### src/logic/isa_pkg.sv
`default_nettype none

package isa_pkg;

    localparam int word_bits = 32;
    localparam int opcode_bits = 6;
    localparam int reg_bits = 5;
    localparam int funct_bits = 6;

    // Immediate and jump index overlay the low fields of the word.
    localparam int imm_bits = 16;
    localparam int index_bits = 26;

    typedef struct packed {
        logic [opcode_bits-1:0] opcode;
        logic [reg_bits-1:0]    rs;
        logic [reg_bits-1:0]    rt;
        logic [reg_bits-1:0]    rd;
        logic [reg_bits-1:0]    shamt;
        logic [funct_bits-1:0]  funct;
    } instr_t;

    localparam logic [opcode_bits-1:0] op_special = 6'd0;
    localparam logic [opcode_bits-1:0] op_j = 6'd2;
    localparam logic [opcode_bits-1:0] op_beqz = 6'd4;

    localparam logic [funct_bits-1:0] funct_jr = 6'd8;
    localparam logic [funct_bits-1:0] funct_trap = 6'd12;

    localparam logic [word_bits-1:0] nop_word = '0;    // all zero word doubles as the bubble.

endpackage

`default_nettype wire

### src/logic/fetch_pkg.sv
`default_nettype none

package fetch_pkg;

    localparam int imem_addr_bits = 7;
    localparam int imem_depth = 128;

    localparam logic [isa_pkg::word_bits-1:0] reset_pc = 32'h0000_0000;
    localparam logic [isa_pkg::word_bits-1:0] trap_vector = 32'h0000_0040;

    typedef enum logic [1:0] {
        src_imm = 2'd0,
        src_reg = 2'd1,
        src_index = 2'd2,
        src_trap = 2'd3
    } pc_source_e;

    typedef struct packed {
        logic [isa_pkg::word_bits-1:0] pc_plus4;
        logic [isa_pkg::word_bits-1:0] instr;
    } if_id_t;

    typedef struct packed {
        logic                          take;
        pc_source_e                    source;
        logic [isa_pkg::word_bits-1:0] imm_target;
        logic [isa_pkg::word_bits-1:0] reg_target;
        logic [isa_pkg::word_bits-1:0] index_target;
    } redirect_t;

    typedef struct packed {
        logic                          valid;
        logic [imem_addr_bits-1:0]     addr;
        logic [isa_pkg::word_bits-1:0] word;
    } imem_load_t;

endpackage

`default_nettype wire

### src/logic/branch_decode.sv
`default_nettype none

module branch_decode (
    input  fetch_pkg::if_id_t             if_id,
    input  logic [isa_pkg::word_bits-1:0] reg_a,
    output fetch_pkg::redirect_t          redirect
);

    isa_pkg::instr_t                  fields;
    logic [isa_pkg::imm_bits-1:0]     imm16;
    logic [isa_pkg::index_bits-1:0]   index26;
    logic [isa_pkg::word_bits-1:0]    imm_offset;
    logic                             operand_zero;
    logic                             is_special;
    logic                             is_j;
    logic                             is_beqz;
    logic                             is_jr;
    logic                             is_trap;

    assign fields = if_id.instr;

    // I-type and J-type views taken from the low fields.
    assign imm16 = {fields.rd, fields.shamt, fields.funct};
    assign index26 = {fields.rs, fields.rt, fields.rd, fields.shamt, fields.funct};

    // sign extend and convert the word offset to bytes.
    assign imm_offset = {{(isa_pkg::word_bits - isa_pkg::imm_bits - 2){imm16[isa_pkg::imm_bits-1]}},
                         imm16, 2'b00};

    assign operand_zero = (reg_a == '0);

    assign is_special = (fields.opcode == isa_pkg::op_special);
    assign is_j = (fields.opcode == isa_pkg::op_j);
    assign is_beqz = (fields.opcode == isa_pkg::op_beqz) && operand_zero;
    assign is_jr = is_special && (fields.funct == isa_pkg::funct_jr);
    assign is_trap = is_special && (fields.funct == isa_pkg::funct_trap);

    assign redirect.imm_target = if_id.pc_plus4 + imm_offset;
    assign redirect.reg_target = reg_a;
    assign redirect.index_target = {if_id.pc_plus4[31:28], index26, 2'b00};

    always_comb begin
        redirect.take = 1'b1;
        if (is_j) begin
            redirect.source = fetch_pkg::src_index;
        end else if (is_beqz) begin
            redirect.source = fetch_pkg::src_imm;
        end else if (is_jr) begin
            redirect.source = fetch_pkg::src_reg;
        end else if (is_trap) begin
            redirect.source = fetch_pkg::src_trap;
        end else begin
            redirect.take = 1'b0;    // nop and everything else fall through.
            redirect.source = fetch_pkg::src_imm;
        end
    end

endmodule

`default_nettype wire

### src/logic/fetch_stage.sv
`default_nettype none

module fetch_stage (
    input  logic                                 clock,
    input  logic                                 reset,
    input  logic                                 issue_stall,
    input  logic                                 execute_stall,
    input  fetch_pkg::redirect_t                 redirect,
    input  logic [isa_pkg::word_bits-1:0]        read_word,
    output logic [fetch_pkg::imem_addr_bits-1:0] read_addr,
    output fetch_pkg::if_id_t                    if_id
);

    logic [isa_pkg::word_bits-1:0] pc;
    logic [isa_pkg::word_bits-1:0] pc_plus4;
    logic [isa_pkg::word_bits-1:0] redirect_target;
    logic [isa_pkg::word_bits-1:0] next_pc;

    assign read_addr = pc[fetch_pkg::imem_addr_bits+1:2];    // word index into the RAM.
    assign pc_plus4 = pc + 32'd4;

    always_comb begin
        case (redirect.source)
            fetch_pkg::src_imm: begin
                redirect_target = redirect.imm_target;
            end
            fetch_pkg::src_reg: begin
                redirect_target = redirect.reg_target;
            end
            fetch_pkg::src_index: begin
                redirect_target = redirect.index_target;
            end
            default: begin
                redirect_target = fetch_pkg::trap_vector;
            end
        endcase
    end

    // The word fetched alongside a redirect is the delay slot.
    assign next_pc = redirect.take ? redirect_target : pc_plus4;

    always_ff @(posedge clock or negedge reset) begin
        if (!reset) begin
            pc <= fetch_pkg::reset_pc;
            if_id <= '0;
        end else if (execute_stall) begin
            if_id.instr <= isa_pkg::nop_word;    // a bubble enters while pc and pc_plus4 hold.
        end else if (!issue_stall) begin
            if_id.instr <= read_word;
            if_id.pc_plus4 <= pc_plus4;
            pc <= next_pc;
        end
    end

endmodule

`default_nettype wire

### src/logic/fetch_top.sv
`default_nettype none

module fetch_top (
    input  logic                          clock,
    input  logic                          reset,
    input  fetch_pkg::imem_load_t         load,
    input  logic                          issue_stall,
    input  logic                          execute_stall,
    input  logic [isa_pkg::word_bits-1:0] reg_a,
    output fetch_pkg::if_id_t             if_id
);

    logic [fetch_pkg::imem_addr_bits-1:0] read_addr;
    logic [isa_pkg::word_bits-1:0]        read_word;
    fetch_pkg::redirect_t                 redirect;

    instr_ram instr_ram_i (
        .clock     (clock),
        .load      (load),
        .read_addr (read_addr),
        .read_word (read_word)
    );

    fetch_stage fetch_stage_i (
        .clock         (clock),
        .reset         (reset),
        .issue_stall   (issue_stall),
        .execute_stall (execute_stall),
        .redirect      (redirect),
        .read_word     (read_word),
        .read_addr     (read_addr),
        .if_id         (if_id)
    );

    // decode looks only at the registered instruction and the operand.
    branch_decode branch_decode_i (
        .if_id    (if_id),
        .reg_a    (reg_a),
        .redirect (redirect)
    );

endmodule

`default_nettype wire

### src/logic/instr_ram.sv
`default_nettype none

module instr_ram (
    input  logic                                clock,
    input  fetch_pkg::imem_load_t               load,
    input  logic [fetch_pkg::imem_addr_bits-1:0] read_addr,
    output logic [isa_pkg::word_bits-1:0]       read_word
);

    logic [isa_pkg::word_bits-1:0] mem [fetch_pkg::imem_depth];

    // Program loading goes through this single write port.
    always_ff @(posedge clock) begin
        if (load.valid) begin
            mem[load.addr] <= load.word;
        end
    end

    // Fetch sees the addressed word in the same cycle.
    assign read_word = mem[read_addr];

endmodule

`default_nettype wire

### config.mk
export PLATFORM = sky130hd
export DESIGN_NAME = fetch_top
export DESIGN_NICKNAME = d
export VERILOG_FILES = /design/src/logic/isa_pkg.sv /design/src/logic/fetch_pkg.sv /design/src/logic/branch_decode.sv /design/src/logic/fetch_stage.sv /design/src/logic/fetch_top.sv /design/src/logic/instr_ram.sv
export SDC_FILE = /design/constraint.sdc
export NUM_CORES = 2
export LEC_CHECK = 0
export BUFFER_PORTS_ARGS = -buffer_cell sky130_fd_sc_hd__buf_2
export CAP_MARGIN = 40
export CORE_UTILIZATION = 46
export CTS_BUF_LIST = sky130_fd_sc_hd__clkbuf_4 sky130_fd_sc_hd__clkbuf_8
export CTS_CLUSTER_SIZE = 16
export DETAILED_ROUTE_END_ITERATION = 16
export PLACE_DENSITY_LB_ADDON = 0.3
export SYNTH_ARGS = -nofsm -noshare
export SYNTH_HDL_FRONTEND = slang
export SYNTH_SLANG_ARGS = --single-unit
### constraint.sdc
create_clock -name clock -period 3.31 [get_ports clock]
set_clock_uncertainty 0.15 [all_clocks]
set_input_delay 0.331 -clock clock [delete_from_list [all_inputs] [get_ports clock]]
set_output_delay 0.331 -clock clock [all_outputs]
set_load 0.01 [all_outputs]
# After elaboration in Yosys (flattened, before gate mapping)
# Memory sizes are Yosys's and may differ from the RTL's.
# Index checks and enable logic that the tools add are counted.
# totals
regBits	96
ramBits	4096
input_bits	76
out_inout_bits	64
elab_cells	36
n_memories	1
# op_classes
add_sub_neg	2
eq_ne	7
n_mux	14
n_bitwise	2
reduce_logical	7
# mem_list
memory	depth	width	rd	rd_ports_with_merged_regs	wr	line_no	source
instr_ram_i.mem	128	32	1	0	1	instr_ram.sv:10	logic [isa_pkg::word_bits-1:0] mem [fetch_pkg::imem_depth];
# op_table
cell	count
$mux W32	3
$pmux W32 S3	1
$add A32 B3 Y32 const B	1
$add A32 B32 Y32	1
$logic_not A32 Y1	1
$eq A6 B4 Y1 const B	2
$mux W2	4
$eq A6 B2 Y1 const B	1
$eq A6 B3 Y1 const B	1
$logic_not A6 Y1	1
$mux W1	6
$logic_and A1 B1 Y1	3
$eq A2 B1 Y1 const B	1
$eq A2 B2 Y1 const B	1
$logic_not A2 Y1	1
$ne A2 B1 Y1 const B	1
$not A1 Y1	2
$reduce_and A2 Y1	1

# Depth between registers and ports, before layout
# logic_depth
depth_word	9
ltp_mapped	12
ltp_nobuf	11

# Cells and area by module
# A second synthesis with hierarchy kept.
# unflattened
hier_cells	6897
hier_area_um2	163490.6
# by_module_without_submodules
mod	n_inst	cells_each	area_per_inst_um2	seq_area_each_um2
instr_ram	1	5958	155635.5	122998.0
fetch_stage	1	583	5355.1	2402.3
branch_decode	1	356	2499.9	0.0

# Worst setup path after synthesis
# Ideal clock, no wire load.
# synth_timing
path_type	in2reg
start	input load[39] in the netlist's numbering
end	memory instr_ram_i.mem[100][0] in the netlist's numbering, enable pin
setup_ns	0.461
arrival_time_ns	3.108
required_time_ns	2.699
setup_slack_ns	-0.409
stages	3
n_path_buf	1
cell_sequence	clkbuf_1 nand4_1 nor3_1
# synth_via
elab_chain_len	2
# synth_rtl
element	line_no	source
start: declaration	fetch_top.sv:6	input fetch_pkg::imem_load_t load,
$mux W1	instr_ram.sv:14	if (load.valid) begin
$mux W1 (not written as such)	instr_ram.sv:15	mem[load.addr] <= load.word;
end: declaration	instr_ram.sv:10	
# No other way between the ends.

# Worst setup path in the final report
# layout_timing
start	register fetch_stage_i.pc[2] in the netlist's numbering
end	register, netlist name fetch_stage_i.if_id[8]
# layout_via
elab_chain_len	3
# layout_rtl
element	line_no	source
start: declaration	fetch_stage.sv:14	logic [isa_pkg::word_bits-1:0] pc;
start signal: assignment	fetch_stage.sv:44	pc <= fetch_pkg::reset_pc;
start signal: assignment	fetch_stage.sv:51	pc <= next_pc;
$mem_v2 Z128 W32	-	
$mux W32	fetch_stage.sv:48	end else if (!issue_stall) begin
$mux W32	fetch_stage.sv:46	end else if (execute_stall) begin
# No other way between the ends. The select of a mux whose other input is x is not followed.
# A chain may end at the register's enable or synchronous reset.

==> results.tsv <==
metric	value	unit
final_util	0.550	
cap_violations	0	
path_clk_slew	0.06	ns
initial_utilization	0.464	
synth_adder_area_share	0.00243	
synthDistinctLibCells	74	
drive_above_1_share	0.385	
synthCells	7019	
port_buffers	139	
ys_ff_latch	4192	
cts_made_buffers	654	
crit_arrival	4.37	ns
drt_iter0_drc	11700	
antenna_found_initial	44	
start_kind	flop	
boundaryPins	140	
end_kind	flop	
hp-class	input pin to flop	
final_common_cell	edfxtp_1	
cts_root_buf	clkbuf_8	
crit_required	4.20	ns
synthXorXnorAreaFrac	0.00242	
cts_sinks	4192	
drc_errors	0	
fmax	287	MHz
synthTopCellsByArea	edfxtp_1, mux4_2, dfrtp_1, mux2i_1, nor2_1	
yosysSeqAreaShare	0.771	
drt_pass1_iterations	5	
period_needed	3.49	ns
yosys_most_used_dff	edfxtp_1	
violations	negative setup slack	
drt_wl_total	448000	µm
hpwl	254000	µm
grtUsageMet1	0.349	
post-place-ws	-0.662	ns
syn2layout_area_growth	18.5	%
p_leak	61.7	nW
rsz0062_at_grt	yes	
finalSetupViolations	31	
clk-insertion-delay-late	1.20	ns
grt_pass1_vias	83700	
track_usage	0.250	
syn_avg_cell_area	23.2	µm²
worstSetupPathType	flop to flop	
setup_slack	-0.177	ns
fin_crit_sh	1.05	
use_met3	0.0528	
final_cell_mix	edfxtp_1, mux4_2, clkbuf_8	
synthSimpleGateAreaFrac	0.0145	
worst_pin_slew	1.03	ns
power_density	792	nW/µm²
gp_congestion	0.932	
top_usage_layer	met2	
synth_top_area_frac	0.756	
synth_edf_count	4096	
dieArea	356000	µm²
core_area	351000	µm²
syn-cell-area	163000	µm²
nets	8387	
rows	217	
tritoncts	yes	
avgRoutedWirePerCell	33.1	µm
timing_hold_violations_final	0	
h-tree-depth	6	
synth_top_family_by_area	multiplexers	
synth_compound_area_frac	0.0173	
clk_path_buf_depth	4	
synth_warnings	0	
ant_nets	0	
syn-num-nets	7126	
grt_use_met2	0.399	
grt_overflow	0	
vias	82300	
grt_pass1_wl	625000	µm
relSlewSlack	0.314	
crit_fanout	8	
die_h	597	µm
async_flop_share	0.0229	
via_per_inst	6.09	
run_status	complete, but fails checks	
synth_mux_area_frac	0.182	
die_w	597	µm
synth_top_area_cell	edfxtp_1	
hold_slack	0.109	ns
drv_slew	0	
ir_drop	0.579	mV
grt_max_degree	96	
where the power goes:
part           total, W  leakage (nW)  switching, W  internal, W
logic            0.0504          16.9        0.0259       0.0244
registers        0.0598          38.1      0.000928       0.0589
clock network    0.0425          6.70        0.0202       0.0223
total             0.153          61.7        0.0470        0.106
synthesized netlist by cell type (all sizes together) (13+ instances only):
| library cell | n |
|---|---|
| ha | 30 |
| nand2 | 157 |
| nor3 | 34 |
| a31oi | 16 |
| xnor2 | 30 |
| o211ai | 15 |
| clkbuf | 178 |
| mux2 | 25 |
| a211oi | 15 |
| o21ai | 141 |
| nor2 | 190 |
| xor2 | 15 |
| and3 | 16 |
| mux4 | 1237 |
| o221ai | 15 |
| buf | 201 |
| dfrtp | 96 |
| o22ai | 42 |
| inv | 13 |
| mux2i | 142 |
| edfxtp | 4096 |
| nand3 | 40 |
| a21oi | 71 |
final cells by class:
class / instances / area (µm²)
diodes: 5 / 12.5
well taps: 4708 / 5890
repair buffers: 984 / 11600
flip-flops and latches: 4192 / 125000
clock buffers: 909 / 11000
multi-input cells: 2435 / 37100
clock inverters: 270 / 1600
fillers: 25700 / 158000
inverters: 13 / 56.3
cells by family after synthesis:
| kind of cell | count (synthesis) |
|---|---|
| fa+ha+maj | 31 |
| xor+xnor | 45 |
| flops | 4192 |
| simple gates | 520 |
| buf+inv | 392 |
| mux | 1404 |
| compound gates | 435 |
path summary, 6_finish.rpt:
path,start,end,slack [ns],depth (start not counted)
min in group asynchronous,reset,fetch_stage_i.pc[16],0.20,4
worst max register to register,fetch_stage_i.pc[2],fetch_stage_i.if_id[8],-0.18,13
worst min register to register,fetch_stage_i.pc[0],fetch_stage_i.if_id[32],0.32,2
max in group asynchronous,reset,fetch_stage_i.pc[2],2.41,4
worst max-delay path,fetch_stage_i.pc[2],fetch_stage_i.if_id[8],-0.18,13
worst min-delay path,load[22],instr_ram_i.mem[63][22],0.11,3
routing by layer:
layer | vias up | share of wire
met1 | 44100 | 0.39
met3 | 645 | 0.10
met4 | 10 | 0.028
li1 | 32900 | -
met2 | 4704 | 0.48
met5 | - | 0.00015
worst max-delay path, stage by stage (launching register included):
cell and delay (ns):
dfrtp_4 0.47, buf_6 0.13, buf_16 0.20, buf_16 0.19, buf_16 0.13, buf_12 0.12
mux4_2 0.49, mux4_2 0.51, mux2i_1 0.21, buf_4 0.17, o21ai_4 0.09, nor3_2 0.22
buf_4 0.18, o31ai_2 0.06
timing repair:
item	4_1_cts	5_1_grt
buffers inserted	37	54
hold endpoints to repair	7045	0
cloned	17	7
resized for setup	139	124
pin swaps	6	17
endpoints found under the setup margin	34	51
hold buffers	126	0
state kept, by name, indices dropped and copies added, names as in the netlist:
signal and flops:
fetch_stage_i.if_id 64, fetch_stage_i.pc 32, instr_ram_i.mem 4096
stage by stage:
stage	TNS, ns	std cells	area, µm²	total power, W
2_1_floorplan	-38.08	7019	163000	0.0873
3_3_place_gp	-7.07	12100	176000	0.107
3_5_place_dp	-6.71	12100	176000	0.107
4_1_cts	-2.82	13500	192000	0.152
5_1_grt	-4.99	13500	193000	0.157
6_report	-2.82	13500	193000	0.153
Power figures use the tool's default switching activity.
